[src/radio_types_pkg.sv]
/*
 * Radio control core types
 * Width typedefs for samples, settings, time and readback, and the gate FSM states
 */

package radio_types_pkg;

  // Field widths
  localparam int SAMPLE_W   = 32;
  localparam int SET_DATA_W = 32;
  localparam int SET_ADDR_W = 8;
  localparam int VITA_W     = 64;
  localparam int RB_DATA_W  = 64;
  localparam int LATE_CNT_W = 16;

  // One TX or RX sample, I in the upper half and Q in the lower half
  typedef logic [SAMPLE_W-1:0] sample_t;

  // Settings bus data word
  typedef logic [SET_DATA_W-1:0] set_data_t;

  // Settings or readback address
  typedef logic [SET_ADDR_W-1:0] set_addr_t;

  // VITA time in radio_clk ticks
  typedef logic [VITA_W-1:0] vita_time_t;

  // Readback word
  typedef logic [RB_DATA_W-1:0] rb_data_t;

  // Saturating late command count
  typedef logic [LATE_CNT_W-1:0] late_cnt_t;

  // Command gate FSM
  typedef enum logic [1:0]
  {
    GATE_IDLE,
    GATE_CHECK,
    GATE_WAIT,
    GATE_EXEC
  } gate_state_t;

endpackage

[src/radio_regmap_pkg.sv]
/*
 * Radio control core register map
 * Settings and readback addresses, and the time control bit positions
 */

package radio_regmap_pkg;

  import radio_types_pkg::*;

  // Time keeper settings
  localparam set_addr_t SR_TIME_HI     = 8'd128;
  localparam set_addr_t SR_TIME_LO     = 8'd129;
  localparam set_addr_t SR_TIME_CTRL   = 8'd130;

  // Core settings
  localparam set_addr_t SR_TEST        = 8'd132;
  localparam set_addr_t SR_CODEC_IDLE  = 8'd133;
  localparam set_addr_t SR_LOOPBACK    = 8'd134;

  // Misc outputs and sync strobe
  localparam set_addr_t SR_MISC_OUTS   = 8'd160;
  localparam set_addr_t SR_SYNC        = 8'd161;

  // LEDs
  localparam set_addr_t SR_LEDS        = 8'd176;

  // Front panel GPIO, direction register sits four above the output
  localparam set_addr_t SR_FP_GPIO     = 8'd200;
  localparam set_addr_t SR_FP_GPIO_DDR = 8'd204;

  // Readback addresses
  localparam set_addr_t RB_VITA_TIME   = 8'd0;
  localparam set_addr_t RB_TEST        = 8'd2;
  localparam set_addr_t RB_TXRX        = 8'd3;
  localparam set_addr_t RB_CMD_STATUS  = 8'd5;
  localparam set_addr_t RB_MISC_IO     = 8'd16;
  localparam set_addr_t RB_LEDS        = 8'd18;
  localparam set_addr_t RB_FP_GPIO     = 8'd20;

  // Bits of the SR_TIME_CTRL data word
  // Bit 0 loads the staged time at once
  localparam int TIME_CTRL_NOW_BIT = 0;
  // Bit 1 arms a load on the next PPS rising edge
  localparam int TIME_CTRL_PPS_BIT = 1;

endpackage

[src/radio_cmd_gate.sv]
/*
 * Command gate: accepts settings commands, holds timed ones until their
 * VITA time, drops late ones and counts them, then strobes the write
 */

`timescale 1ns/10ps

module radio_cmd_gate
  import radio_types_pkg::*;
(
  input  logic        radio_clk,
  input  logic        radio_rst,
  input  logic        cmd_valid,
  input  set_addr_t   cmd_addr,
  input  set_data_t   cmd_data,
  input  logic        cmd_has_time,
  input  vita_time_t  cmd_time,
  input  vita_time_t  vita_time,
  output logic        cmd_ready,
  output logic        wr_stb,
  output set_addr_t   wr_addr,
  output set_data_t   wr_data,
  output late_cnt_t   late_count
);

  gate_state_t state;

  // Held command
  set_addr_t  addr_q;
  set_data_t  data_q;
  logic       has_time_q;
  vita_time_t time_q;

  logic accept;

  // One command in flight, so only IDLE takes a new one
  assign cmd_ready = (state == GATE_IDLE);
  assign accept    = cmd_valid && cmd_ready;

  // Write strobe lasts exactly the one EXEC cycle
  assign wr_stb  = (state == GATE_EXEC);
  assign wr_addr = addr_q;
  assign wr_data = data_q;

  // Capture the command fields on acceptance
  always_ff @(posedge radio_clk)
  begin
    if (accept)
    begin
      addr_q     <= cmd_addr;
      data_q     <= cmd_data;
      has_time_q <= cmd_has_time;
      time_q     <= cmd_time;
    end
  end

  always_ff @(posedge radio_clk)
  begin
    if (radio_rst)
    begin
      state      <= GATE_IDLE;
      late_count <= '0;
    end
    else
    begin
      case (state)
        GATE_IDLE:
        begin
          if (accept)
            state <= GATE_CHECK;
        end
        GATE_CHECK:
        begin
          // Untimed goes straight to execute
          if (!has_time_q)
            state <= GATE_EXEC;
          else if (time_q < vita_time)
          begin
            // Already late, drop it
            state <= GATE_IDLE;
            if (late_count != '1)
              late_count <= late_count + late_cnt_t'(1);
          end
          else
            state <= GATE_WAIT;
        end
        GATE_WAIT:
        begin
          // Hold until the time counter reaches the command time
          if (vita_time >= time_q)
            state <= GATE_EXEC;
        end
        GATE_EXEC:
        begin
          state <= GATE_IDLE;
        end
        default:
        begin
          state <= GATE_IDLE;
        end
      endcase
    end
  end

endmodule

[src/radio_ctrl_core.sv]
/*
 * Radio control core top level
 * Command gate feeds the time keeper and settings, readback returns state
 */

`timescale 1ns/10ps

module radio_ctrl_core
  import radio_types_pkg::*;
(
  input  logic       radio_clk,
  input  logic       radio_rst,
  // Command port
  input  logic       cmd_valid,
  input  set_addr_t  cmd_addr,
  input  set_data_t  cmd_data,
  input  logic       cmd_has_time,
  input  vita_time_t cmd_time,
  output logic       cmd_ready,
  // Readback request and response
  input  logic       rb_req_valid,
  input  set_addr_t  rb_addr,
  output logic       rb_req_ready,
  output logic       rb_resp_valid,
  output rb_data_t   rb_resp_data,
  input  logic       rb_resp_ready,
  // Radio side
  input  logic       pps,
  input  sample_t    rx,
  input  set_data_t  misc_ins,
  input  set_data_t  fp_gpio_in,
  output sample_t    tx,
  output set_data_t  misc_outs,
  output set_data_t  leds,
  output set_data_t  fp_gpio_out,
  output set_data_t  fp_gpio_ddr,
  output logic       sync
);

  // Internal write strobe
  logic       wr_stb;
  set_addr_t  wr_addr;
  set_data_t  wr_data;

  vita_time_t vita_time;
  late_cnt_t  late_count;
  set_data_t  test_word;
  set_data_t  loopback;

  // Decode and schedule
  radio_cmd_gate cmd_gate0 (
    .radio_clk    (radio_clk),
    .radio_rst    (radio_rst),
    .cmd_valid    (cmd_valid),
    .cmd_addr     (cmd_addr),
    .cmd_data     (cmd_data),
    .cmd_has_time (cmd_has_time),
    .cmd_time     (cmd_time),
    .vita_time    (vita_time),
    .cmd_ready    (cmd_ready),
    .wr_stb       (wr_stb),
    .wr_addr      (wr_addr),
    .wr_data      (wr_data),
    .late_count   (late_count)
  );

  // Time base
  radio_time_keeper time_keeper0 (
    .radio_clk (radio_clk),
    .radio_rst (radio_rst),
    .pps       (pps),
    .wr_stb    (wr_stb),
    .wr_addr   (wr_addr),
    .wr_data   (wr_data),
    .vita_time (vita_time)
  );

  radio_settings_regs settings_regs0 (
    .radio_clk   (radio_clk),
    .radio_rst   (radio_rst),
    .wr_stb      (wr_stb),
    .wr_addr     (wr_addr),
    .wr_data     (wr_data),
    .test_word   (test_word),
    .tx          (tx),
    .loopback    (loopback),
    .misc_outs   (misc_outs),
    .leds        (leds),
    .fp_gpio_out (fp_gpio_out),
    .fp_gpio_ddr (fp_gpio_ddr),
    .sync        (sync)
  );

  // Results back to the host
  radio_readback readback0 (
    .radio_clk     (radio_clk),
    .radio_rst     (radio_rst),
    .rb_req_valid  (rb_req_valid),
    .rb_addr       (rb_addr),
    .rb_resp_ready (rb_resp_ready),
    .test_word     (test_word),
    .tx            (tx),
    .rx            (rx),
    .loopback      (loopback),
    .misc_ins      (misc_ins),
    .misc_outs     (misc_outs),
    .fp_gpio_in    (fp_gpio_in),
    .fp_gpio_out   (fp_gpio_out),
    .fp_gpio_ddr   (fp_gpio_ddr),
    .leds          (leds),
    .vita_time     (vita_time),
    .late_count    (late_count),
    .rb_req_ready  (rb_req_ready),
    .rb_resp_valid (rb_resp_valid),
    .rb_resp_data  (rb_resp_data)
  );

endmodule

[src/radio_readback.sv]
/*
 * Readback unit: selects a 64-bit word by address and holds it as a
 * response until taken, blocking new requests meanwhile
 */

`timescale 1ns/10ps

module radio_readback
  import radio_types_pkg::*;
  import radio_regmap_pkg::*;
(
  input  logic       radio_clk,
  input  logic       radio_rst,
  input  logic       rb_req_valid,
  input  set_addr_t  rb_addr,
  input  logic       rb_resp_ready,
  input  set_data_t  test_word,
  input  sample_t    tx,
  input  sample_t    rx,
  input  set_data_t  loopback,
  input  set_data_t  misc_ins,
  input  set_data_t  misc_outs,
  input  set_data_t  fp_gpio_in,
  input  set_data_t  fp_gpio_out,
  input  set_data_t  fp_gpio_ddr,
  input  set_data_t  leds,
  input  vita_time_t vita_time,
  input  late_cnt_t  late_count,
  output logic       rb_req_ready,
  output logic       rb_resp_valid,
  output rb_data_t   rb_resp_data
);

  rb_data_t  rb_word;
  sample_t   rx_sel;
  set_data_t fp_gpio_rd;
  logic      req_accept;

  // No new request while a response is pending
  assign rb_req_ready = !rb_resp_valid;
  assign req_accept   = rb_req_valid && rb_req_ready;

  // Loopback replaces the RX input with the TX sample
  assign rx_sel = loopback[0] ? tx : rx;

  // Driven pins read back their output, the rest read the pad
  assign fp_gpio_rd = (fp_gpio_out & fp_gpio_ddr) | (fp_gpio_in & ~fp_gpio_ddr);

  always_comb
  begin
    case (rb_addr)
      RB_TEST:       rb_word = rb_data_t'(test_word);
      RB_TXRX:       rb_word = {tx, rx_sel};
      RB_VITA_TIME:  rb_word = vita_time;
      RB_MISC_IO:    rb_word = {misc_ins, misc_outs};
      RB_FP_GPIO:    rb_word = rb_data_t'(fp_gpio_rd);
      RB_LEDS:       rb_word = rb_data_t'(leds);
      RB_CMD_STATUS: rb_word = rb_data_t'(late_count);
      default:       rb_word = '0;
    endcase
  end

  // Response data, held until the handshake completes
  always_ff @(posedge radio_clk)
  begin
    if (req_accept)
      rb_resp_data <= rb_word;
  end

  always_ff @(posedge radio_clk)
  begin
    if (radio_rst)
      rb_resp_valid <= 1'b0;
    else if (req_accept)
      rb_resp_valid <= 1'b1;
    else if (rb_resp_valid && rb_resp_ready)
      rb_resp_valid <= 1'b0;
  end

endmodule

[src/radio_settings_regs.sv]
/*
 * Settings register file: test word, codec idle (TX sample), loopback,
 * misc outputs, LEDs, front panel GPIO and a one-cycle sync pulse
 */

`timescale 1ns/10ps

module radio_settings_regs
  import radio_types_pkg::*;
  import radio_regmap_pkg::*;
(
  input  logic      radio_clk,
  input  logic      radio_rst,
  input  logic      wr_stb,
  input  set_addr_t wr_addr,
  input  set_data_t wr_data,
  output set_data_t test_word,
  output sample_t   tx,
  output set_data_t loopback,
  output set_data_t misc_outs,
  output set_data_t leds,
  output set_data_t fp_gpio_out,
  output set_data_t fp_gpio_ddr,
  output logic      sync
);

  always_ff @(posedge radio_clk)
  begin
    if (radio_rst)
    begin
      test_word   <= '0;
      tx          <= '0;
      loopback    <= '0;
      misc_outs   <= '0;
      leds        <= '0;
      fp_gpio_out <= '0;
      fp_gpio_ddr <= '0;
      sync        <= 1'b0;
    end
    else
    begin
      // Sync only lasts the cycle after its write
      sync <= 1'b0;
      if (wr_stb)
      begin
        case (wr_addr)
          SR_TEST:        test_word   <= wr_data;
          // Idle word goes out as the TX sample
          SR_CODEC_IDLE:  tx          <= sample_t'(wr_data);
          SR_LOOPBACK:    loopback    <= wr_data;
          SR_MISC_OUTS:   misc_outs   <= wr_data;
          SR_LEDS:        leds        <= wr_data;
          SR_FP_GPIO:     fp_gpio_out <= wr_data;
          SR_FP_GPIO_DDR: fp_gpio_ddr <= wr_data;
          // Data word is ignored, the write itself is the event
          SR_SYNC:        sync        <= 1'b1;
          default:
          begin
            // Other addresses belong to the time keeper or are unused
          end
        endcase
      end
    end
  end

endmodule

[src/radio_time_keeper.sv]
/*
 * VITA time keeper: free-running tick counter, loaded from staged
 * high and low words either at once or on the next PPS rising edge
 */

`timescale 1ns/10ps

module radio_time_keeper
  import radio_types_pkg::*;
  import radio_regmap_pkg::*;
(
  input  logic       radio_clk,
  input  logic       radio_rst,
  input  logic       pps,
  input  logic       wr_stb,
  input  set_addr_t  wr_addr,
  input  set_data_t  wr_data,
  output vita_time_t vita_time
);

  // Staged load value
  set_data_t time_hi;
  set_data_t time_lo;

  logic pps_q;
  logic pps_rise;
  logic pps_armed;
  logic ctrl_wr;
  logic load_now;

  assign pps_rise = pps && !pps_q;
  assign ctrl_wr  = wr_stb && (wr_addr == SR_TIME_CTRL);
  assign load_now = ctrl_wr && wr_data[TIME_CTRL_NOW_BIT];

  always_ff @(posedge radio_clk)
  begin
    if (radio_rst)
    begin
      time_hi   <= '0;
      time_lo   <= '0;
      pps_q     <= 1'b0;
      pps_armed <= 1'b0;
      vita_time <= '0;
    end
    else
    begin
      pps_q <= pps;

      // Stage the load value
      if (wr_stb && (wr_addr == SR_TIME_HI))
        time_hi <= wr_data;
      if (wr_stb && (wr_addr == SR_TIME_LO))
        time_lo <= wr_data;

      // Immediate load wins over an armed PPS load
      if (load_now)
      begin
        vita_time <= {time_hi, time_lo};
        pps_armed <= 1'b0;
      end
      else if (pps_armed && pps_rise)
      begin
        vita_time <= {time_hi, time_lo};
        pps_armed <= 1'b0;
      end
      else
      begin
        vita_time <= vita_time + vita_time_t'(1);
        // Arm for the next PPS edge
        if (ctrl_wr && wr_data[TIME_CTRL_PPS_BIT])
          pps_armed <= 1'b1;
      end
    end
  end

endmodule

[config.mk]
export PLATFORM = sky130hd
export DESIGN_NAME = radio_ctrl_core
export DESIGN_NICKNAME = d
export VERILOG_FILES = /design/src/radio_types_pkg.sv /design/src/radio_regmap_pkg.sv /design/src/radio_cmd_gate.sv /design/src/radio_ctrl_core.sv /design/src/radio_readback.sv /design/src/radio_settings_regs.sv /design/src/radio_time_keeper.sv
export SDC_FILE = /design/constraint.sdc
export NUM_CORES = 1
export LEC_CHECK = 0
export BUFFER_PORTS_ARGS = -buffer_cell sky130_fd_sc_hd__buf_2
export CAP_MARGIN = 10
export CELL_PAD_IN_SITES_DETAIL_PLACEMENT = 1
export CELL_PAD_IN_SITES_GLOBAL_PLACEMENT = 1
export CORE_MARGIN = 2
export CORE_UTILIZATION = 45
export DETAILED_ROUTE_END_ITERATION = 10
export PLACE_DENSITY = 0.91
export SLEW_MARGIN = 0
export SYNTH_ARGS = -nofsm -noshare
export SYNTH_HDL_FRONTEND = slang
export SYNTH_SLANG_ARGS = --single-unit
[constraint.sdc]
create_clock -name radio_clk -period 6.29 [get_ports radio_clk]
set_clock_uncertainty 0.2 [all_clocks]
set_input_delay 0.3145 -clock radio_clk [delete_from_list [all_inputs] [get_ports radio_clk]]
set_output_delay 0.3145 -clock radio_clk [all_outputs]
set_load 0.05 [all_outputs]
==> impl_metrics.env <==
export IMPL_grt_max_degree=145
export IMPL_ys_warn_count=0
export IMPL_firstDrtPassIters=10
export IMPL_setup_tns_ps=0
export IMPL_hold_end="readback0.rb_resp_data[10]"
export IMPL_slew_headroom=0.158
export IMPL_clock_sinks=512
export IMPL_die_x_um=226
export IMPL_h_tree_depth=2
export IMPL_crit_arrival_ps=4260
export IMPL_endpoint_kind="flip-flop"
export IMPL_drt_initial_drc_count=2195
export IMPL_final_max_slew_viol_count=0
export IMPL_worstPathRequired_ps=6600
export IMPL_grt_use_total=0.379
export IMPL_synth_distinct_cells=48
export IMPL_vias_per_cell=6.09
export IMPL_netlist_area_sq_um=22300
export IMPL_netSwitchingPower_mw=1.95
export IMPL_ios=443
export IMPL_finalHoldViolCount=0
export IMPL_grt_pass1_vias=23400
export IMPL_cts_buffers=55
export IMPL_cts_clk_slew_worst_paths_ps=60
export IMPL_rr_startpoint="time_keeper0.vita_time[31]"
export IMPL_period_share=0.628
export IMPL_dp_slack_ps=2340
export IMPL_synth_top_cell_by_area="dfxtp_1"
export IMPL_period_needed_ps=3950
export IMPL_yosysTopAreaCellShare=0.308
export IMPL_synthArstFlopShare=0
export IMPL_nets=3204
export IMPL_peakVddDrop_uv=201
export IMPL_rows=81
export IMPL_leakage_nw=11.0
export IMPL_fillers=5634
export IMPL_ys_seq_area_frac=0.536
export IMPL_fmax_ghz=0.253
export IMPL_die_h_um=226
export IMPL_hpwlAfterDp_um=63700
export IMPL_postRouteAntennaNets=0
export IMPL_netSwitchingFraction=0.251
export IMPL_seqPwrFrac=0.473
export IMPL_wl_per_cell_um=27.1
export IMPL_holdPathStages=5
export IMPL_clock_latency_ps=630
export IMPL_setup_slack_ps=2340
export IMPL_antenna_found_initial=2
export IMPL_worstPathMaxFanout=23
export IMPL_holdCritStartpoint="fp_gpio_in[10]"
export IMPL_hp_class="input port to flip-flop"
export IMPL_start_util=0.456
export IMPL_multiInputGateArea_sq_um=9310
export IMPL_path_class="flip-flop to flip-flop"
export IMPL_r2r_slack_ps=2340
export IMPL_drcViolationCount=0
export IMPL_setup_violations=0
export IMPL_root_buffer="clkbuf_16"
export IMPL_portBuffers=442
export IMPL_post_cts_setup_buffers=0
export IMPL_syn_nets=2694
export IMPL_ys_top_cells_by_area="dfxtp_1, edfxtp_1, nand2_1"
export IMPL_drive_gt1_frac=0.208
export IMPL_synthCells=2413
export IMPL_tightest_slew_ps=1260
export IMPL_synth_ff_type="dfxtp_1"
export IMPL_p_comb_frac=0.074
export IMPL_start_kind="flip-flop"
export IMPL_rsz0062_at_grt="no"
export IMPL_synth_enable_flop_cells=169
export IMPL_dieArea_sq_um=51300
export IMPL_grt_overflow_total=0
export IMPL_cts_tree="done"
export IMPL_internal_power_mw=5.80
export IMPL_vias=22100
export IMPL_ff_latch_area_sq_um=11900
export IMPL_rr_worst_depth=9
export IMPL_clockPowerShare=0.453
export IMPL_status="completed"
export IMPL_r2r_end="cmd_gate0.late_count[14]"
export IMPL_grt_pass1_wl_um=145000
export IMPL_wl_um=98500
export IMPL_synth_seq_cells=512
export IMPL_holdWs_ps=24.8
export IMPL_post_cts_resize_count=0
export IMPL_core_sq_um=48800
export IMPL_area_growth_synth_to_final_pct=27.9
export IMPL_gp_congestion=0.938
export IMPL_synth_avg_cell_area_sq_um=9.23
export IMPL_clock_path_buffers=3
export IMPL_cellPowerDensity_nw_per_um2=272
export IMPL_max_cap_viol_count=0
==> power by group through the flow <==
stage | registers [mW] | clock network (mW) | logic (mW)
3_3_place_gp | 3.73 | 0 | 0.450
6_report | 3.67 | 3.51 | 0.577
5_1_grt | 3.67 | 3.63 | 0.608
2_1_floorplan | 3.71 | 0 | 0.239
4_1_cts | 3.66 | 3.48 | 0.558
3_5_place_dp | 3.73 | 0 | 0.474
==> synthesized netlist by cell type, types with 3 or more instances <==
cell type  number
nand2_1       594
nor2_1        133
nor2b_1        11
mux2i_1        33
inv_1         104
nand2b_1        4
or4_1           9
ha_1           66
and3_1         14
nand4_1        35
or2_2           5
clkbuf_2       30
edfxtp_1      169
xnor2_1        61
a211oi_1       63
nor3_1         24
mux2_2         38
o21ai_0        14
clkbuf_1      150
and2_1          5
and4_1         13
nor4_1         16
nor3b_1         3
or3_1          10
a21oi_1       295
a222oi_1       64
o31ai_1         9
dfxtp_1       343
nand3_1        42
a221oi_1       35
==> area by class of cell <==
| class | instances | share of cell area |
|---|---|---|
| Sequential cell | 512 | 0.419 |
| Clock buffer | 86 | 0.0596 |
| Clock inverter | 18 | 0.00799 |
| Inverter | 104 | 0.0137 |
| Multi-Input combinational cell | 1616 | 0.327 |
| Timing Repair Buffer | 634 | 0.143 |
| Antenna cell | 1 | 0.0000878 |
| Tap cell | 664 | 0.0292 |
==> critical path, cell delays in order, from the launching register on <==
cell,delay [ps]
dfxtp_1,640
inv_1,170
ha_1,330
nand4_1,190
nor4_1,670
nand4_1,390
a31oi_1,470
or4_4,370
nor3_1,100
mux2_2,290
==> state kept, by name, indices dropped and copies added, names as in the netlist, 16 cells and up, named ones only <==
register,cells
cmd_gate0.time_q,64
readback0.rb_resp_data,64
time_keeper0.vita_time,64
cmd_gate0.wr_data,32
settings_regs0.fp_gpio_ddr,32
settings_regs0.fp_gpio_out,32
settings_regs0.leds,32
settings_regs0.misc_outs,32
settings_regs0.test_word,32
settings_regs0.tx,32
time_keeper0.time_hi,32
time_keeper0.time_lo,32
cmd_gate0.late_count,16
==> cells by family (layout without fill, tap and decap cells) <==
group	Yosys count	count (layout)	synth area share
AO/OA/AOI/OAI	495	495	0.142
XOR/XNOR	61	61	0.0240
adder cells (fa/ha/maj)	66	66	0.0371
buffers and inverters	285	842	0.0501
flip-flops	512	512	0.536
multiplexers	71	71	0.0340
other	0	1	0
AND/OR/NAND/NOR	923	923	0.177
==> repair_timing <==
item | in CTS | in global routing
hold buffers | 163 | 0
hold endpoints to repair | 159 | 0
setup endpoints to repair | 0 | 0
==> worst max-delay path by stage <==
stage | endpoint | startpoint | cells past startpoint
3_3_place_gp | cmd_gate0.late_count[15] | time_keeper0.vita_time[31] | 9
2_1_floorplan | cmd_gate0.has_time_q | flip-flop | 2
6_report | cmd_gate0.late_count[14] | time_keeper0.vita_time[31] | 9
4_1_cts | cmd_gate0.late_count[14] | time_keeper0.vita_time[31] | 9
3_5_place_dp | cmd_gate0.late_count[14] | time_keeper0.vita_time[31] | 9
5_1_grt | cmd_gate0.late_count[13] | time_keeper0.vita_time[31] | 9
==> per-layer routing <==
metal / routed length, um / up-vias / share of wire / track usage
li1: - / 9493 / - / -
met1: 35300 / 11000 / 0.36 / 0.429
met2: 48500 / 1267 / 0.49 / 0.655
met3: 7140 / 393 / 0.073 / 0.0601
met4: 7590 / 0 / 0.077 / 0.262
met5: 0 / - / 0 / 0
==> stage by stage <==
| step | std cells | instance area, sq um | util | total power [mW] |
|---|---|---|---|---|
| after detailed placement | 3366 | 24900 | 0.510 | 4.20 |
| after global routing | 3635 | 28500 | 0.583 | 7.91 |
| after global placement | 3366 | 24900 | 0.510 | 4.17 |
| after CTS | 3633 | 28500 | 0.583 | 7.70 |
| after floorplan | 2413 | 22300 | - | 3.95 |
| final | 3635 | 28500 | 0.583 | 7.75 |
==> placed cells by master, fill, tap and decap left out, types with 10 or more instances in the layout <==
cell	n
nand2_1	594
buf_2	441
dfxtp_1	343
a21oi_1	295
edfxtp_1	169
dlygate4sd3_1	163
nor2_1	127
inv_1	104
ha_1	66
a222oi_1	64
a211oi_1	63
xnor2_1	61
clkbuf_16	58
nand3_1	42
mux2_2	38
nand4_1	35
a221oi_1	35
mux2i_1	33
buf_4	27
nor3_1	19
nor4_1	16
clkbuf_1	14
clkbuf_8	14
and4_1	13
o21ai_0	13
and3_1	13
nor2b_1	10
(Power assumes the default switching activity.)
